### src/include/ili_consts.svh
`ifndef ILI_CONSTS_SVH
`define ILI_CONSTS_SVH

// ------------------------------------------------------------
// Word and pixel widths
// ------------------------------------------------------------
`define ILI_BYTE_W      8           // Bits per SPI byte
`define ILI_PIXEL_W     16          // RGB565 pixel

// ------------------------------------------------------------
// Power-up sequence
// ------------------------------------------------------------
`define ILI_INIT_LEN    83          // Words in the init table
`define ILI_WAIT_100MS  2500000     // 100 ms at 25 MHz

// ------------------------------------------------------------
// SPI link timing
// ------------------------------------------------------------
`define ILI_SCK_HALF    1           // clk cycles per sck half period

// ------------------------------------------------------------
// Drawing window and orientation
// ------------------------------------------------------------
`define ILI_COL_END     239         // Last column
`define ILI_PAGE_END    319         // Last page
`define ILI_MADCTL_VAL  8'h48       // MX plus BGR

`endif

### src/logic/ili_pkg.sv
`include "ili_consts.svh"

package ili_pkg;

    // One word on the LCD link
    typedef struct packed {
        logic                   dc;     // 0 command, 1 data
        logic [`ILI_BYTE_W-1:0] data;
    } lcd_word_t;

    // Commands this controller sends
    typedef enum logic [`ILI_BYTE_W-1:0] {
        SWRESET   = 8'h01,
        SLPOUT    = 8'h11,
        GAMMASET  = 8'h26,
        DISPON    = 8'h29,
        CASET     = 8'h2A,
        PASET     = 8'h2B,
        RAMWR     = 8'h2C,
        MADCTL    = 8'h36,
        VSCRADD   = 8'h37,
        PIXFMT    = 8'h3A,
        FRMCTR1   = 8'hB1,
        DFUNCTR   = 8'hB6,
        PWCTR1    = 8'hC0,
        PWCTR2    = 8'hC1,
        VMCTR1    = 8'hC5,
        VMCTR2    = 8'hC7,
        POWERA    = 8'hCB,
        POWERB    = 8'hCF,
        GMCTRP1   = 8'hE0,
        GMCTRN1   = 8'hE1,
        DTCA      = 8'hE8,
        DTCB      = 8'hEA,
        POWER_SEQ = 8'hED,
        GAMMA3_EN = 8'hF2,
        PRC       = 8'hF7
    } ili_cmd_e;

    typedef enum logic [3:0] {
        START,
        SEND_RESET,
        WAIT_RESET,
        SEND_INIT,
        WAIT_INIT,
        DISPLAY_ON,
        WAIT_ON,
        SET_ROTATION,
        SET_WINDOW,
        PIXEL_HIGH,
        PIXEL_LOW,
        FRAME_PAUSE
    } seq_state_e;

endpackage

### src/logic/ili_word_if.sv
`timescale 1ns/100ps

interface ili_word_if;

    ili_pkg::lcd_word_t word;       // Valid while send is high
    logic               send;       // One-cycle strobe
    logic               idle;       // Master ready for a word
    logic               busy_dc;    // dc of the byte on the wire

    modport source (
        output word,
        output send,
        input  idle
    );

    modport sink (
        input  word,
        input  send,
        output idle,
        output busy_dc
    );

endinterface

### src/logic/ili_init_rom.sv
`timescale 1ns/100ps
`include "ili_consts.svh"

module ili_init_rom (
    input  logic [$clog2(`ILI_INIT_LEN)-1:0] index,
    output ili_pkg::lcd_word_t               word
);

    always_comb begin
        case (index)
            7'd0:  word = {1'b0, ili_pkg::POWERA};
            7'd1:  word = {1'b1, 8'h39};
            7'd2:  word = {1'b1, 8'h2C};
            7'd3:  word = {1'b1, 8'h00};
            7'd4:  word = {1'b1, 8'h34};
            7'd5:  word = {1'b1, 8'h02};          // Vcore 1.6 V, DDVDH 5.6 V
            7'd6:  word = {1'b0, ili_pkg::POWERB};
            7'd7:  word = {1'b1, 8'h00};
            7'd8:  word = {1'b1, 8'hC1};
            7'd9:  word = {1'b1, 8'h30};
            7'd10: word = {1'b0, ili_pkg::DTCA};
            7'd11: word = {1'b1, 8'h85};
            7'd12: word = {1'b1, 8'h00};
            7'd13: word = {1'b1, 8'h78};
            7'd14: word = {1'b0, ili_pkg::DTCB};
            7'd15: word = {1'b1, 8'h00};
            7'd16: word = {1'b1, 8'h00};
            7'd17: word = {1'b0, ili_pkg::POWER_SEQ};
            7'd18: word = {1'b1, 8'h64};
            7'd19: word = {1'b1, 8'h03};
            7'd20: word = {1'b1, 8'h12};
            7'd21: word = {1'b1, 8'h81};
            7'd22: word = {1'b0, ili_pkg::PRC};
            7'd23: word = {1'b1, 8'h20};          // DDVDH = 2 x VCI
            7'd24: word = {1'b0, ili_pkg::PWCTR1};
            7'd25: word = {1'b1, 8'h23};          // GVDD 4.6 V
            7'd26: word = {1'b0, ili_pkg::PWCTR2};
            7'd27: word = {1'b1, 8'h10};
            7'd28: word = {1'b0, ili_pkg::VMCTR1};
            7'd29: word = {1'b1, 8'h3E};
            7'd30: word = {1'b1, 8'h28};
            7'd31: word = {1'b0, ili_pkg::VMCTR2};
            7'd32: word = {1'b1, 8'h86};
            7'd33: word = {1'b0, ili_pkg::MADCTL};
            7'd34: word = {1'b1, 8'h48};
            7'd35: word = {1'b0, ili_pkg::VSCRADD};
            7'd36: word = {1'b1, 8'h00};
            7'd37: word = {1'b0, ili_pkg::PIXFMT};
            7'd38: word = {1'b1, 8'h55};          // 16 bits per pixel
            7'd39: word = {1'b0, ili_pkg::FRMCTR1};
            7'd40: word = {1'b1, 8'h00};
            7'd41: word = {1'b1, 8'h18};          // 79 Hz frame rate
            7'd42: word = {1'b0, ili_pkg::DFUNCTR};
            7'd43: word = {1'b1, 8'h08};
            7'd44: word = {1'b1, 8'h82};
            7'd45: word = {1'b1, 8'h27};
            7'd46: word = {1'b0, ili_pkg::GAMMA3_EN};
            7'd47: word = {1'b1, 8'h00};
            7'd48: word = {1'b0, ili_pkg::GAMMASET};
            7'd49: word = {1'b1, 8'h01};
            7'd50: word = {1'b0, ili_pkg::GMCTRP1};
            7'd51: word = {1'b1, 8'h0F};
            7'd52: word = {1'b1, 8'h31};
            7'd53: word = {1'b1, 8'h2B};
            7'd54: word = {1'b1, 8'h0C};
            7'd55: word = {1'b1, 8'h0E};
            7'd56: word = {1'b1, 8'h08};
            7'd57: word = {1'b1, 8'h4E};
            7'd58: word = {1'b1, 8'hF1};
            7'd59: word = {1'b1, 8'h37};
            7'd60: word = {1'b1, 8'h07};
            7'd61: word = {1'b1, 8'h10};
            7'd62: word = {1'b1, 8'h03};
            7'd63: word = {1'b1, 8'h0E};
            7'd64: word = {1'b1, 8'h09};
            7'd65: word = {1'b1, 8'h00};
            7'd66: word = {1'b0, ili_pkg::GMCTRN1};
            7'd67: word = {1'b1, 8'h00};
            7'd68: word = {1'b1, 8'h0E};
            7'd69: word = {1'b1, 8'h14};
            7'd70: word = {1'b1, 8'h03};
            7'd71: word = {1'b1, 8'h11};
            7'd72: word = {1'b1, 8'h07};
            7'd73: word = {1'b1, 8'h31};
            7'd74: word = {1'b1, 8'hC1};
            7'd75: word = {1'b1, 8'h48};
            7'd76: word = {1'b1, 8'h08};
            7'd77: word = {1'b1, 8'h0F};
            7'd78: word = {1'b1, 8'h0C};
            7'd79: word = {1'b1, 8'h31};
            7'd80: word = {1'b1, 8'h36};
            7'd81: word = {1'b1, 8'h0F};
            7'd82: word = {1'b0, ili_pkg::SLPOUT};  // Last entry
            default: word = {1'b0, 8'h00};
        endcase
    end

endmodule

### src/logic/ili_spi_master.sv
`timescale 1ns/100ps
`include "ili_consts.svh"

module ili_spi_master (
    input  logic       clk,
    input  logic       rst,
    output logic       spi_mosi,
    output logic       spi_sck,
    output logic       spi_cs,
    output logic       spi_dc,
    ili_word_if.sink   word_bus
);

    localparam int PH_W      = $clog2(`ILI_SCK_HALF + 1);
    localparam int HALF_LAST = 2 * `ILI_BYTE_W;   // Final half period holds cs low

    logic                   cs_q;
    logic                   sck_q;
    logic                   dc_q;
    logic [PH_W-1:0]        ph;                   // clk count inside a half period
    logic [4:0]             hcnt;                 // Half periods done
    logic [`ILI_BYTE_W-1:0] shift_q;
    logic                   half_end;

    assign half_end = (ph == PH_W'(`ILI_SCK_HALF - 1));

    // ------------------------------------------------------------
    // Frame control
    // ------------------------------------------------------------
    always_ff @(posedge clk) begin
        if (!rst) begin
            cs_q  <= 1'b1;
            sck_q <= 1'b0;
            dc_q  <= 1'b0;
            ph    <= '0;
            hcnt  <= '0;
        end else if (cs_q) begin
            if (word_bus.send) begin
                cs_q <= 1'b0;                     // Start of byte
                dc_q <= word_bus.word.dc;
                ph   <= '0;
                hcnt <= '0;
            end
        end else if (half_end) begin
            ph   <= '0;
            hcnt <= hcnt + 5'd1;
            if (hcnt == 5'(HALF_LAST)) begin
                cs_q <= 1'b1;
            end else begin
                sck_q <= ~sck_q;
            end
        end else begin
            ph <= ph + PH_W'(1);
        end
    end

    // Data shifts on the falling sck edge, MSB first
    always_ff @(posedge clk) begin
        if (cs_q && word_bus.send) begin
            shift_q <= word_bus.word.data;
        end else if (!cs_q && half_end && sck_q) begin
            shift_q <= {shift_q[`ILI_BYTE_W-2:0], 1'b0};
        end
    end

    assign spi_mosi         = shift_q[`ILI_BYTE_W-1] & ~cs_q;
    assign spi_sck          = sck_q;
    assign spi_cs           = cs_q;
    assign word_bus.idle    = cs_q;
    assign word_bus.busy_dc = dc_q;
    assign spi_dc           = word_bus.busy_dc;

    // ------------------------------------------------------------
    // Checks
    // ------------------------------------------------------------
    a_sck_idle_low: assert property (@(posedge clk) disable iff (!rst)
        spi_cs |-> !spi_sck);

    a_no_send_busy: assert property (@(posedge clk) disable iff (!rst)
        !cs_q |-> !word_bus.send);

endmodule

### src/logic/ili_sequencer.sv
`timescale 1ns/100ps
`include "ili_consts.svh"

module ili_sequencer #(
    parameter int unsigned wait_cycles = `ILI_WAIT_100MS
) (
    input  logic                    clk,
    input  logic                    rst,
    input  logic [`ILI_PIXEL_W-1:0] input_data,
    input  logic                    frame_done,
    output logic                    data_clk,
    ili_word_if.source              word_bus
);

    localparam int IDX_W = $clog2(`ILI_INIT_LEN);
    localparam int DLY_W = $clog2(wait_cycles + 1);
    localparam logic [15:0] COL_END  = `ILI_COL_END;
    localparam logic [15:0] PAGE_END = `ILI_PAGE_END;

    ili_pkg::seq_state_e     state;
    logic [IDX_W-1:0]        step;               // Table index or setup step
    logic [DLY_W-1:0]        dly;
    logic [`ILI_BYTE_W-1:0]  pixel_q;
    logic                    in_wait;
    logic                    wait_done;
    logic                    sending;
    logic                    fire;
    ili_pkg::lcd_word_t      rom_word;
    ili_pkg::lcd_word_t      win_word;

    ili_init_rom ili_init_rom_i (
        .index (step),
        .word  (rom_word)
    );

    // ------------------------------------------------------------
    // Word selection
    // ------------------------------------------------------------
    always_comb begin
        case (step[3:0])
            4'd0:    win_word = {1'b0, ili_pkg::CASET};
            4'd1:    win_word = {1'b1, 8'h00};    // Start column
            4'd2:    win_word = {1'b1, 8'h00};
            4'd3:    win_word = {1'b1, COL_END[15:8]};
            4'd4:    win_word = {1'b1, COL_END[7:0]};
            4'd5:    win_word = {1'b0, ili_pkg::PASET};
            4'd6:    win_word = {1'b1, 8'h00};    // Start page
            4'd7:    win_word = {1'b1, 8'h00};
            4'd8:    win_word = {1'b1, PAGE_END[15:8]};
            4'd9:    win_word = {1'b1, PAGE_END[7:0]};
            default: win_word = {1'b0, ili_pkg::RAMWR};
        endcase
    end

    always_comb begin
        case (state)
            ili_pkg::SEND_RESET:   word_bus.word = {1'b0, ili_pkg::SWRESET};
            ili_pkg::SEND_INIT:    word_bus.word = rom_word;
            ili_pkg::DISPLAY_ON:   word_bus.word = {1'b0, ili_pkg::DISPON};
            ili_pkg::SET_ROTATION: word_bus.word = step[0] ? {1'b1, `ILI_MADCTL_VAL}
                                                           : {1'b0, ili_pkg::MADCTL};
            ili_pkg::SET_WINDOW:   word_bus.word = win_word;
            ili_pkg::PIXEL_HIGH:   word_bus.word = {1'b1, input_data[15:8]};
            ili_pkg::PIXEL_LOW:    word_bus.word = {1'b1, pixel_q};
            default:               word_bus.word = {1'b0, 8'h00};
        endcase
    end

    assign sending = state inside {ili_pkg::SEND_RESET, ili_pkg::SEND_INIT,
                                   ili_pkg::DISPLAY_ON, ili_pkg::SET_ROTATION,
                                   ili_pkg::SET_WINDOW, ili_pkg::PIXEL_HIGH,
                                   ili_pkg::PIXEL_LOW};
    assign fire          = sending && word_bus.idle;
    assign word_bus.send = fire;
    assign data_clk      = (state == ili_pkg::PIXEL_HIGH) && word_bus.idle;

    // Low byte kept for PIXEL_LOW
    always_ff @(posedge clk) begin
        if (data_clk) begin
            pixel_q <= input_data[`ILI_BYTE_W-1:0];
        end
    end

    // ------------------------------------------------------------
    // Delay counter
    // ------------------------------------------------------------
    assign in_wait   = state inside {ili_pkg::WAIT_RESET, ili_pkg::WAIT_INIT,
                                     ili_pkg::WAIT_ON};
    assign wait_done = in_wait && word_bus.idle && (dly == DLY_W'(wait_cycles - 1));

    always_ff @(posedge clk) begin
        if (!rst || !in_wait || wait_done) begin
            dly <= '0;
        end else if (word_bus.idle) begin
            dly <= dly + DLY_W'(1);               // Counts once the last byte is out
        end
    end

    // ------------------------------------------------------------
    // Power-up and streaming FSM
    // ------------------------------------------------------------
    always_ff @(posedge clk) begin
        if (!rst) begin
            state <= ili_pkg::START;
            step  <= '0;
        end else begin
            case (state)
                ili_pkg::START:      state <= ili_pkg::SEND_RESET;
                ili_pkg::SEND_RESET: if (fire) state <= ili_pkg::WAIT_RESET;
                ili_pkg::WAIT_RESET: if (wait_done) state <= ili_pkg::SEND_INIT;
                ili_pkg::SEND_INIT: begin
                    if (fire) begin
                        if (step == IDX_W'(`ILI_INIT_LEN - 1)) begin
                            step  <= '0;
                            state <= ili_pkg::WAIT_INIT;
                        end else begin
                            step <= step + IDX_W'(1);
                        end
                    end
                end
                ili_pkg::WAIT_INIT:  if (wait_done) state <= ili_pkg::DISPLAY_ON;
                ili_pkg::DISPLAY_ON: if (fire) state <= ili_pkg::WAIT_ON;
                ili_pkg::WAIT_ON:    if (wait_done) state <= ili_pkg::SET_ROTATION;
                ili_pkg::SET_ROTATION: begin
                    if (fire) begin
                        if (step[0]) begin
                            step  <= '0;
                            state <= ili_pkg::SET_WINDOW;
                        end else begin
                            step <= step + IDX_W'(1);
                        end
                    end
                end
                ili_pkg::SET_WINDOW: begin
                    if (fire) begin
                        if (step == IDX_W'(10)) begin // RAMWR just sent
                            step  <= '0;
                            state <= ili_pkg::PIXEL_HIGH;
                        end else begin
                            step <= step + IDX_W'(1);
                        end
                    end
                end
                ili_pkg::PIXEL_HIGH: if (fire) state <= ili_pkg::PIXEL_LOW;
                ili_pkg::PIXEL_LOW: begin
                    if (fire) begin
                        state <= frame_done ? ili_pkg::FRAME_PAUSE : ili_pkg::PIXEL_HIGH;
                    end
                end
                ili_pkg::FRAME_PAUSE: if (!frame_done) state <= ili_pkg::PIXEL_HIGH;
                default:              state <= ili_pkg::START;
            endcase
        end
    end

    // ------------------------------------------------------------
    // Checks
    // ------------------------------------------------------------
    a_send_taken: assert property (@(posedge clk) disable iff (!rst)
        word_bus.send |-> word_bus.idle ##1 !word_bus.idle);

    a_data_clk_high: assert property (@(posedge clk) disable iff (!rst)
        data_clk |-> state == ili_pkg::PIXEL_HIGH ##1 state == ili_pkg::PIXEL_LOW);

endmodule

### src/logic/ili9341_controller.sv
`timescale 1ns/100ps
`include "ili_consts.svh"

module ili9341_controller #(
    parameter int unsigned wait_cycles = `ILI_WAIT_100MS
) (
    input  logic                    clk,
    input  logic                    rst,
    input  logic [`ILI_PIXEL_W-1:0] input_data,
    input  logic                    frame_done,
    output logic                    spi_mosi,
    output logic                    spi_sck,
    output logic                    spi_cs,
    output logic                    spi_dc,
    output logic                    data_clk
);

    ili_word_if word_bus ();    // Sequencer to SPI master

    ili_sequencer #(
        .wait_cycles (wait_cycles)
    ) ili_sequencer_i (
        .clk        (clk),
        .rst        (rst),
        .input_data (input_data),
        .frame_done (frame_done),
        .data_clk   (data_clk),
        .word_bus   (word_bus.source)
    );

    ili_spi_master ili_spi_master_i (
        .clk      (clk),
        .rst      (rst),
        .spi_mosi (spi_mosi),
        .spi_sck  (spi_sck),
        .spi_cs   (spi_cs),
        .spi_dc   (spi_dc),
        .word_bus (word_bus.sink)
    );

endmodule

### config.mk
export PLATFORM = sky130hd
export DESIGN_NAME = ili9341_controller
export DESIGN_NICKNAME = d
export VERILOG_FILES = /design/src/logic/ili_pkg.sv /design/src/logic/ili_word_if.sv /design/src/logic/ili_init_rom.sv /design/src/logic/ili_spi_master.sv /design/src/logic/ili_sequencer.sv /design/src/logic/ili9341_controller.sv
export VERILOG_INCLUDE_DIRS = /design/src /design/src/include
export SDC_FILE = /design/constraint.sdc
export NUM_CORES = 1
export LEC_CHECK = 0
export ABC_AREA = 1
export BUFFER_PORTS_ARGS = -buffer_cell sky130_fd_sc_hd__clkbuf_2
export CAP_MARGIN = 20
export CORE_UTILIZATION = 64
export CTS_BUF_LIST = sky130_fd_sc_hd__clkbuf_4
export DETAILED_ROUTE_END_ITERATION = 10
export HOLD_SLACK_MARGIN = 0.05
export PLACE_DENSITY = 0.93
export SYNTH_ARGS = -nofsm -noshare
export SYNTH_HDL_FRONTEND = slang
export SYNTH_SLANG_ARGS = --single-unit
export TNS_END_PERCENT = 20
### constraint.sdc
create_clock -name clk -period 7.24 [get_ports clk]
set_clock_uncertainty 0.05 [all_clocks]
set_input_delay 0.724 -clock clk [delete_from_list [all_inputs] [get_ports clk]]
set_output_delay 0.724 -clock clk [all_outputs]
set_load 0.05 [all_outputs]
==> results.py <==
metrics = {
    "synth": {
        "avgSynthCellArea_sq_um": 6.63,
        "synth_nets": 768,
        "syn_area_sq_um": 4880,
        "synth_async_sr_flop_share_pct": 0,
        "yosysWarningCount": 0,
        "synth_mux_area_share_pct": 0,
        "yosys_most_used_dff": "dfxtp_1",
        "synth-simple-area-share_pct": 41.3,
        "synth-seq-cells": 73,
        "ys_types": 42,
        "syn_inst": 735,
        "synth_top_family_by_area": "simple AND/OR/NAND/NOR gates",
        "synth_xor_area_share_pct": 0.898,
        "synth-edff-count": 16,
        "synth_compound_area_share_pct": 12.4,
        "synth_adder_area_share_pct": 3.59,
        "ys_seq_area_share_pct": 33.3,
    },
    "routing": {
        "route.detailed.drc": 0,
        "postRouteAntennaNets": 0,
        "dr.pass1.iters": 8,
        "wire_per_inst_um": 17.1,
        "vias": 5282,
        "viasPerCell": 6.21,
        "wirelength_um": 14500,
        "dr.first_iter.drc_count": 515,
    },
    "global_routing": {
        "grt_pass1_vias": 4675,
        "grt_max_degree": 34,
        "grt_pass1_wl_um": 22700,
        "track_usage_pct": 37.8,
        "antenna_found_initial": 0,
        "grt_overflow": 0,
    },
    "clock_tree": {
        "cts-root-buf": "clkbuf_4",
        "htree_levels": 3,
        "post_cts_buffers": 0,
        "clk_path_buf_depth": 2,
        "cts.repair.resized": 0,
        "cts.hold.buffers_added": 0,
        "cts_buffers": 9,
        "tritoncts": "yes",
        "insertion_delay_ns": 0.43,
        "cts.sinks": 73,
        "clk_pin_slew_worst_paths_ns": 0.13,
    },
    "sta": {
        "period_share_pct": 46.2,
        "hold_violations": 0,
        "worst_slew_pin_slew_ns": 1.02,
        "slew_headroom_pct": 31.3,
        "final_max_slew_viol_count": 0,
        "fin_ws_ns": 3.89,
        "setup_viol": 0,
        "min_period_ns": 3.35,
        "fmax_mhz": 299,
        "grt_setup_unrepaired": "no",
        "setup_tns_ns": 0,
    },
    "layout": {
        "mostFrequentLayoutCells": "nand2_1 (206), nand3_1 (99), inv_1 (64)",
        "final_cell_area_sq_um": 5150,
        "diodes": 0,
        "fin_nets": 780,
        "layout_commonest_cell": "nand2_1",
        "drive_gt1_share_pct": 11.0,
        "area_delta_synth_final_pct": 5.65,
    },
    "worst_setup_path": {
        "r2r_slack_ns": 3.89,
        "path_max_fanout": 10,
        "crit_path_end_kind": "register",
        "r2r-end": "ili_sequencer_i.ili_init_rom_i.word[6]$_DFF_P_",
        "r2r_cells": 18,
        "r2r_start": "ili_sequencer_i.state[2]$_SDFFE_PN0P_",
        "required_ns": 7.57,
        "worstPathArrival_ns": 3.67,
        "critical_path_class": "register to register",
        "start_kind": "register",
    },
    "floorplan": {
        "start_util_pct": 66.9,
        "rows": 31,
        "io_pins": 24,
        "die_h_um": 89.3,
        "die_area_sq_um": 7970,
        "die_w_um": 89.3,
        "core-area_sq_um": 7290,
    },
    "min_path": {
        "hold_start": "input_data[2]",
        "hold-path-endpoint": "ili_sequencer_i.pixel_q[2]$_DFFE_PP_",
        "min_path_type": "input port to register",
        "hold_path_depth": 1,
    },
    "place": {
        "dp_hpwl_um": 10700,
        "port_buffers": 23,
        "dpl_cell_area_sq_um": 4990,
        "post-place-ws_ns": 3.90,
        "gp_congestion": 1.02,
    },
    "pwr": {
        "p_leak_uw": 0.00233,
        "power_density_nw_per_um2": 287,
        "total_power_uw": 1480,
        "irDropWorstVdd_uv": 140,
    },
    "run": {
        "maxCapViolations": 0,
    },
    "outcome": {
        "status": "complete, no violations",
    },
}
## where the power goes
| part | switching, uW | leakage [uW] | internal, uW | total (uW) |
|---|---|---|---|---|
| Combinational | 437 | 0.00164 | 175 | 613 |
| Sequential | 57.8 | 0.000611 | 511 | 568 |
| Clock | 155 | 0.0000820 | 140 | 296 |
| Total | 651 | 0.00233 | 826 | 1480 |
## through the flow
| stage | hold WS (ns) | instances | util, % |
|---|---|---|---|
| after CTS | 0.387 | 850 | 70.6 |
| after global routing | 0.397 | 851 | 70.6 |
| final | 0.416 | 851 | 70.6 |
| after floorplan | 0.372 | 735 | - |
| after global placement | 0.399 | 834 | 68.4 |
| after detailed placement | 0.419 | 834 | 68.4 |
## cell type report
| cell class | count | area [sq um] |
|---|---|---|
| fill | 632 | 2140 |
| clock inverter | 7 | 92.6 |
| tap | 99 | 124 |
| sequential | 73 | 1620 |
| multi-input combinational | 564 | 2830 |
| timing repair buffer | 26 | 135 |
| clock buffer | 9 | 67.6 |
| inverter | 73 | 277 |
## routing by layer
metal	up-vias	track usage [%]	share of wire (%)
met1	2404	49.7	41
met3	58	7.02	9.5
met5	-	0	0
li1	2487	-	-
met2	333	60.5	45
met4	0	16.9	3.8
## registers in the layout, summed over array words and instances (netlist names)
register	cells
ili_sequencer_i.ili_init_rom_i.word	9
ili_sequencer_i.win_word	7
ili_sequencer_i.pixel_q	8
ili_spi_master_i.hcnt	5
ili_sequencer_i.dly	22
ili_sequencer_i.state	4
ili_spi_master_i.shift_q	8
ili_spi_master_i.spi_sck	1
ili_sequencer_i.step	7
ili_spi_master_i.spi_cs	1
ili_spi_master_i.spi_dc	1
## cells in the mapped netlist, types with 3 or more instances
cell type	number	share of area (%)
inv_1	64	4.9
or2_2	5	0.64
o21ai_0	31	3.2
nand2_4	4	0.92
dfxtp_1	57	23
a221oi_1	5	0.90
inv_2	8	0.62
clkbuf_1	8	0.62
nor2_2	5	0.64
buf_6	4	0.92
nor3_1	23	2.4
ha_1	14	3.6
o21a_1	3	0.46
a211oi_1	6	0.92
buf_2	9	0.92
nand3_1	99	10
nor2_1	62	4.8
a41oi_1	3	0.54
nand3_2	4	0.82
a21oi_1	36	3.7
nor4_1	4	0.51
xnor2_1	3	0.54
o21ai_1	4	0.41
nand2_1	206	16
o211ai_1	4	0.62
o31ai_1	3	0.46
nand4_1	16	2.1
nand2_2	10	1.3
nor2_4	4	0.92
edfxtp_1	16	9.9
## kinds of logic (layout without fill, tap and decap cells)
group	Yosys count	in the layout
adders and majority gates	14	14
AOI/OAI and AO/OA	101	101
xor gates and xnor gates	5	5
and+or+nand+nor	444	444
buffers and inverters	98	115
DFF	73	73
## critical path, stage by stage (launching register included)
cell	delay [ns]
dfxtp_1	0.42
inv_2	0.12
nand2_2	0.08
nor2_2	0.49
nor2_4	0.12
o21ai_0	0.14
nand3_1	0.11
nand2_1	0.11
nand2_1	0.27
inv_2	0.21
ha_1	0.34
nand3_1	0.21
nand2_1	0.15
nand2_1	0.08
nand3_1	0.09
nand3_1	0.10
nand2_1	0.07
nand2_1	0.07
nand2_1	0.07
## worst max-delay path by stage
stage / start / endpoint / slack (ns) / cells after the start
3_3_place_gp: rst / ili_sequencer_i.ili_init_rom_i.word[5]$_DFF_P_ / 3.94 / 12
6_report: ili_sequencer_i.state[2]$_SDFFE_PN0P_ / ili_sequencer_i.ili_init_rom_i.word[6]$_DFF_P_ / 3.89 / 18
5_1_grt: ili_sequencer_i.step[0]$_SDFFE_PN0N_ / ili_sequencer_i.ili_init_rom_i.word[2]$_DFF_P_ / 3.58 / 18
2_1_floorplan: ili_spi_master_i.spi_cs$_SDFF_PN1_ / data_clk / 3.54 / 4
4_1_cts: ili_sequencer_i.step[0]$_SDFFE_PN0N_ / ili_sequencer_i.ili_init_rom_i.word[5]$_DFF_P_ / 4.04 / 17
3_5_place_dp: rst / ili_sequencer_i.ili_init_rom_i.word[5]$_DFF_P_ / 3.90 / 12
Power figures use the tool's default switching activity.
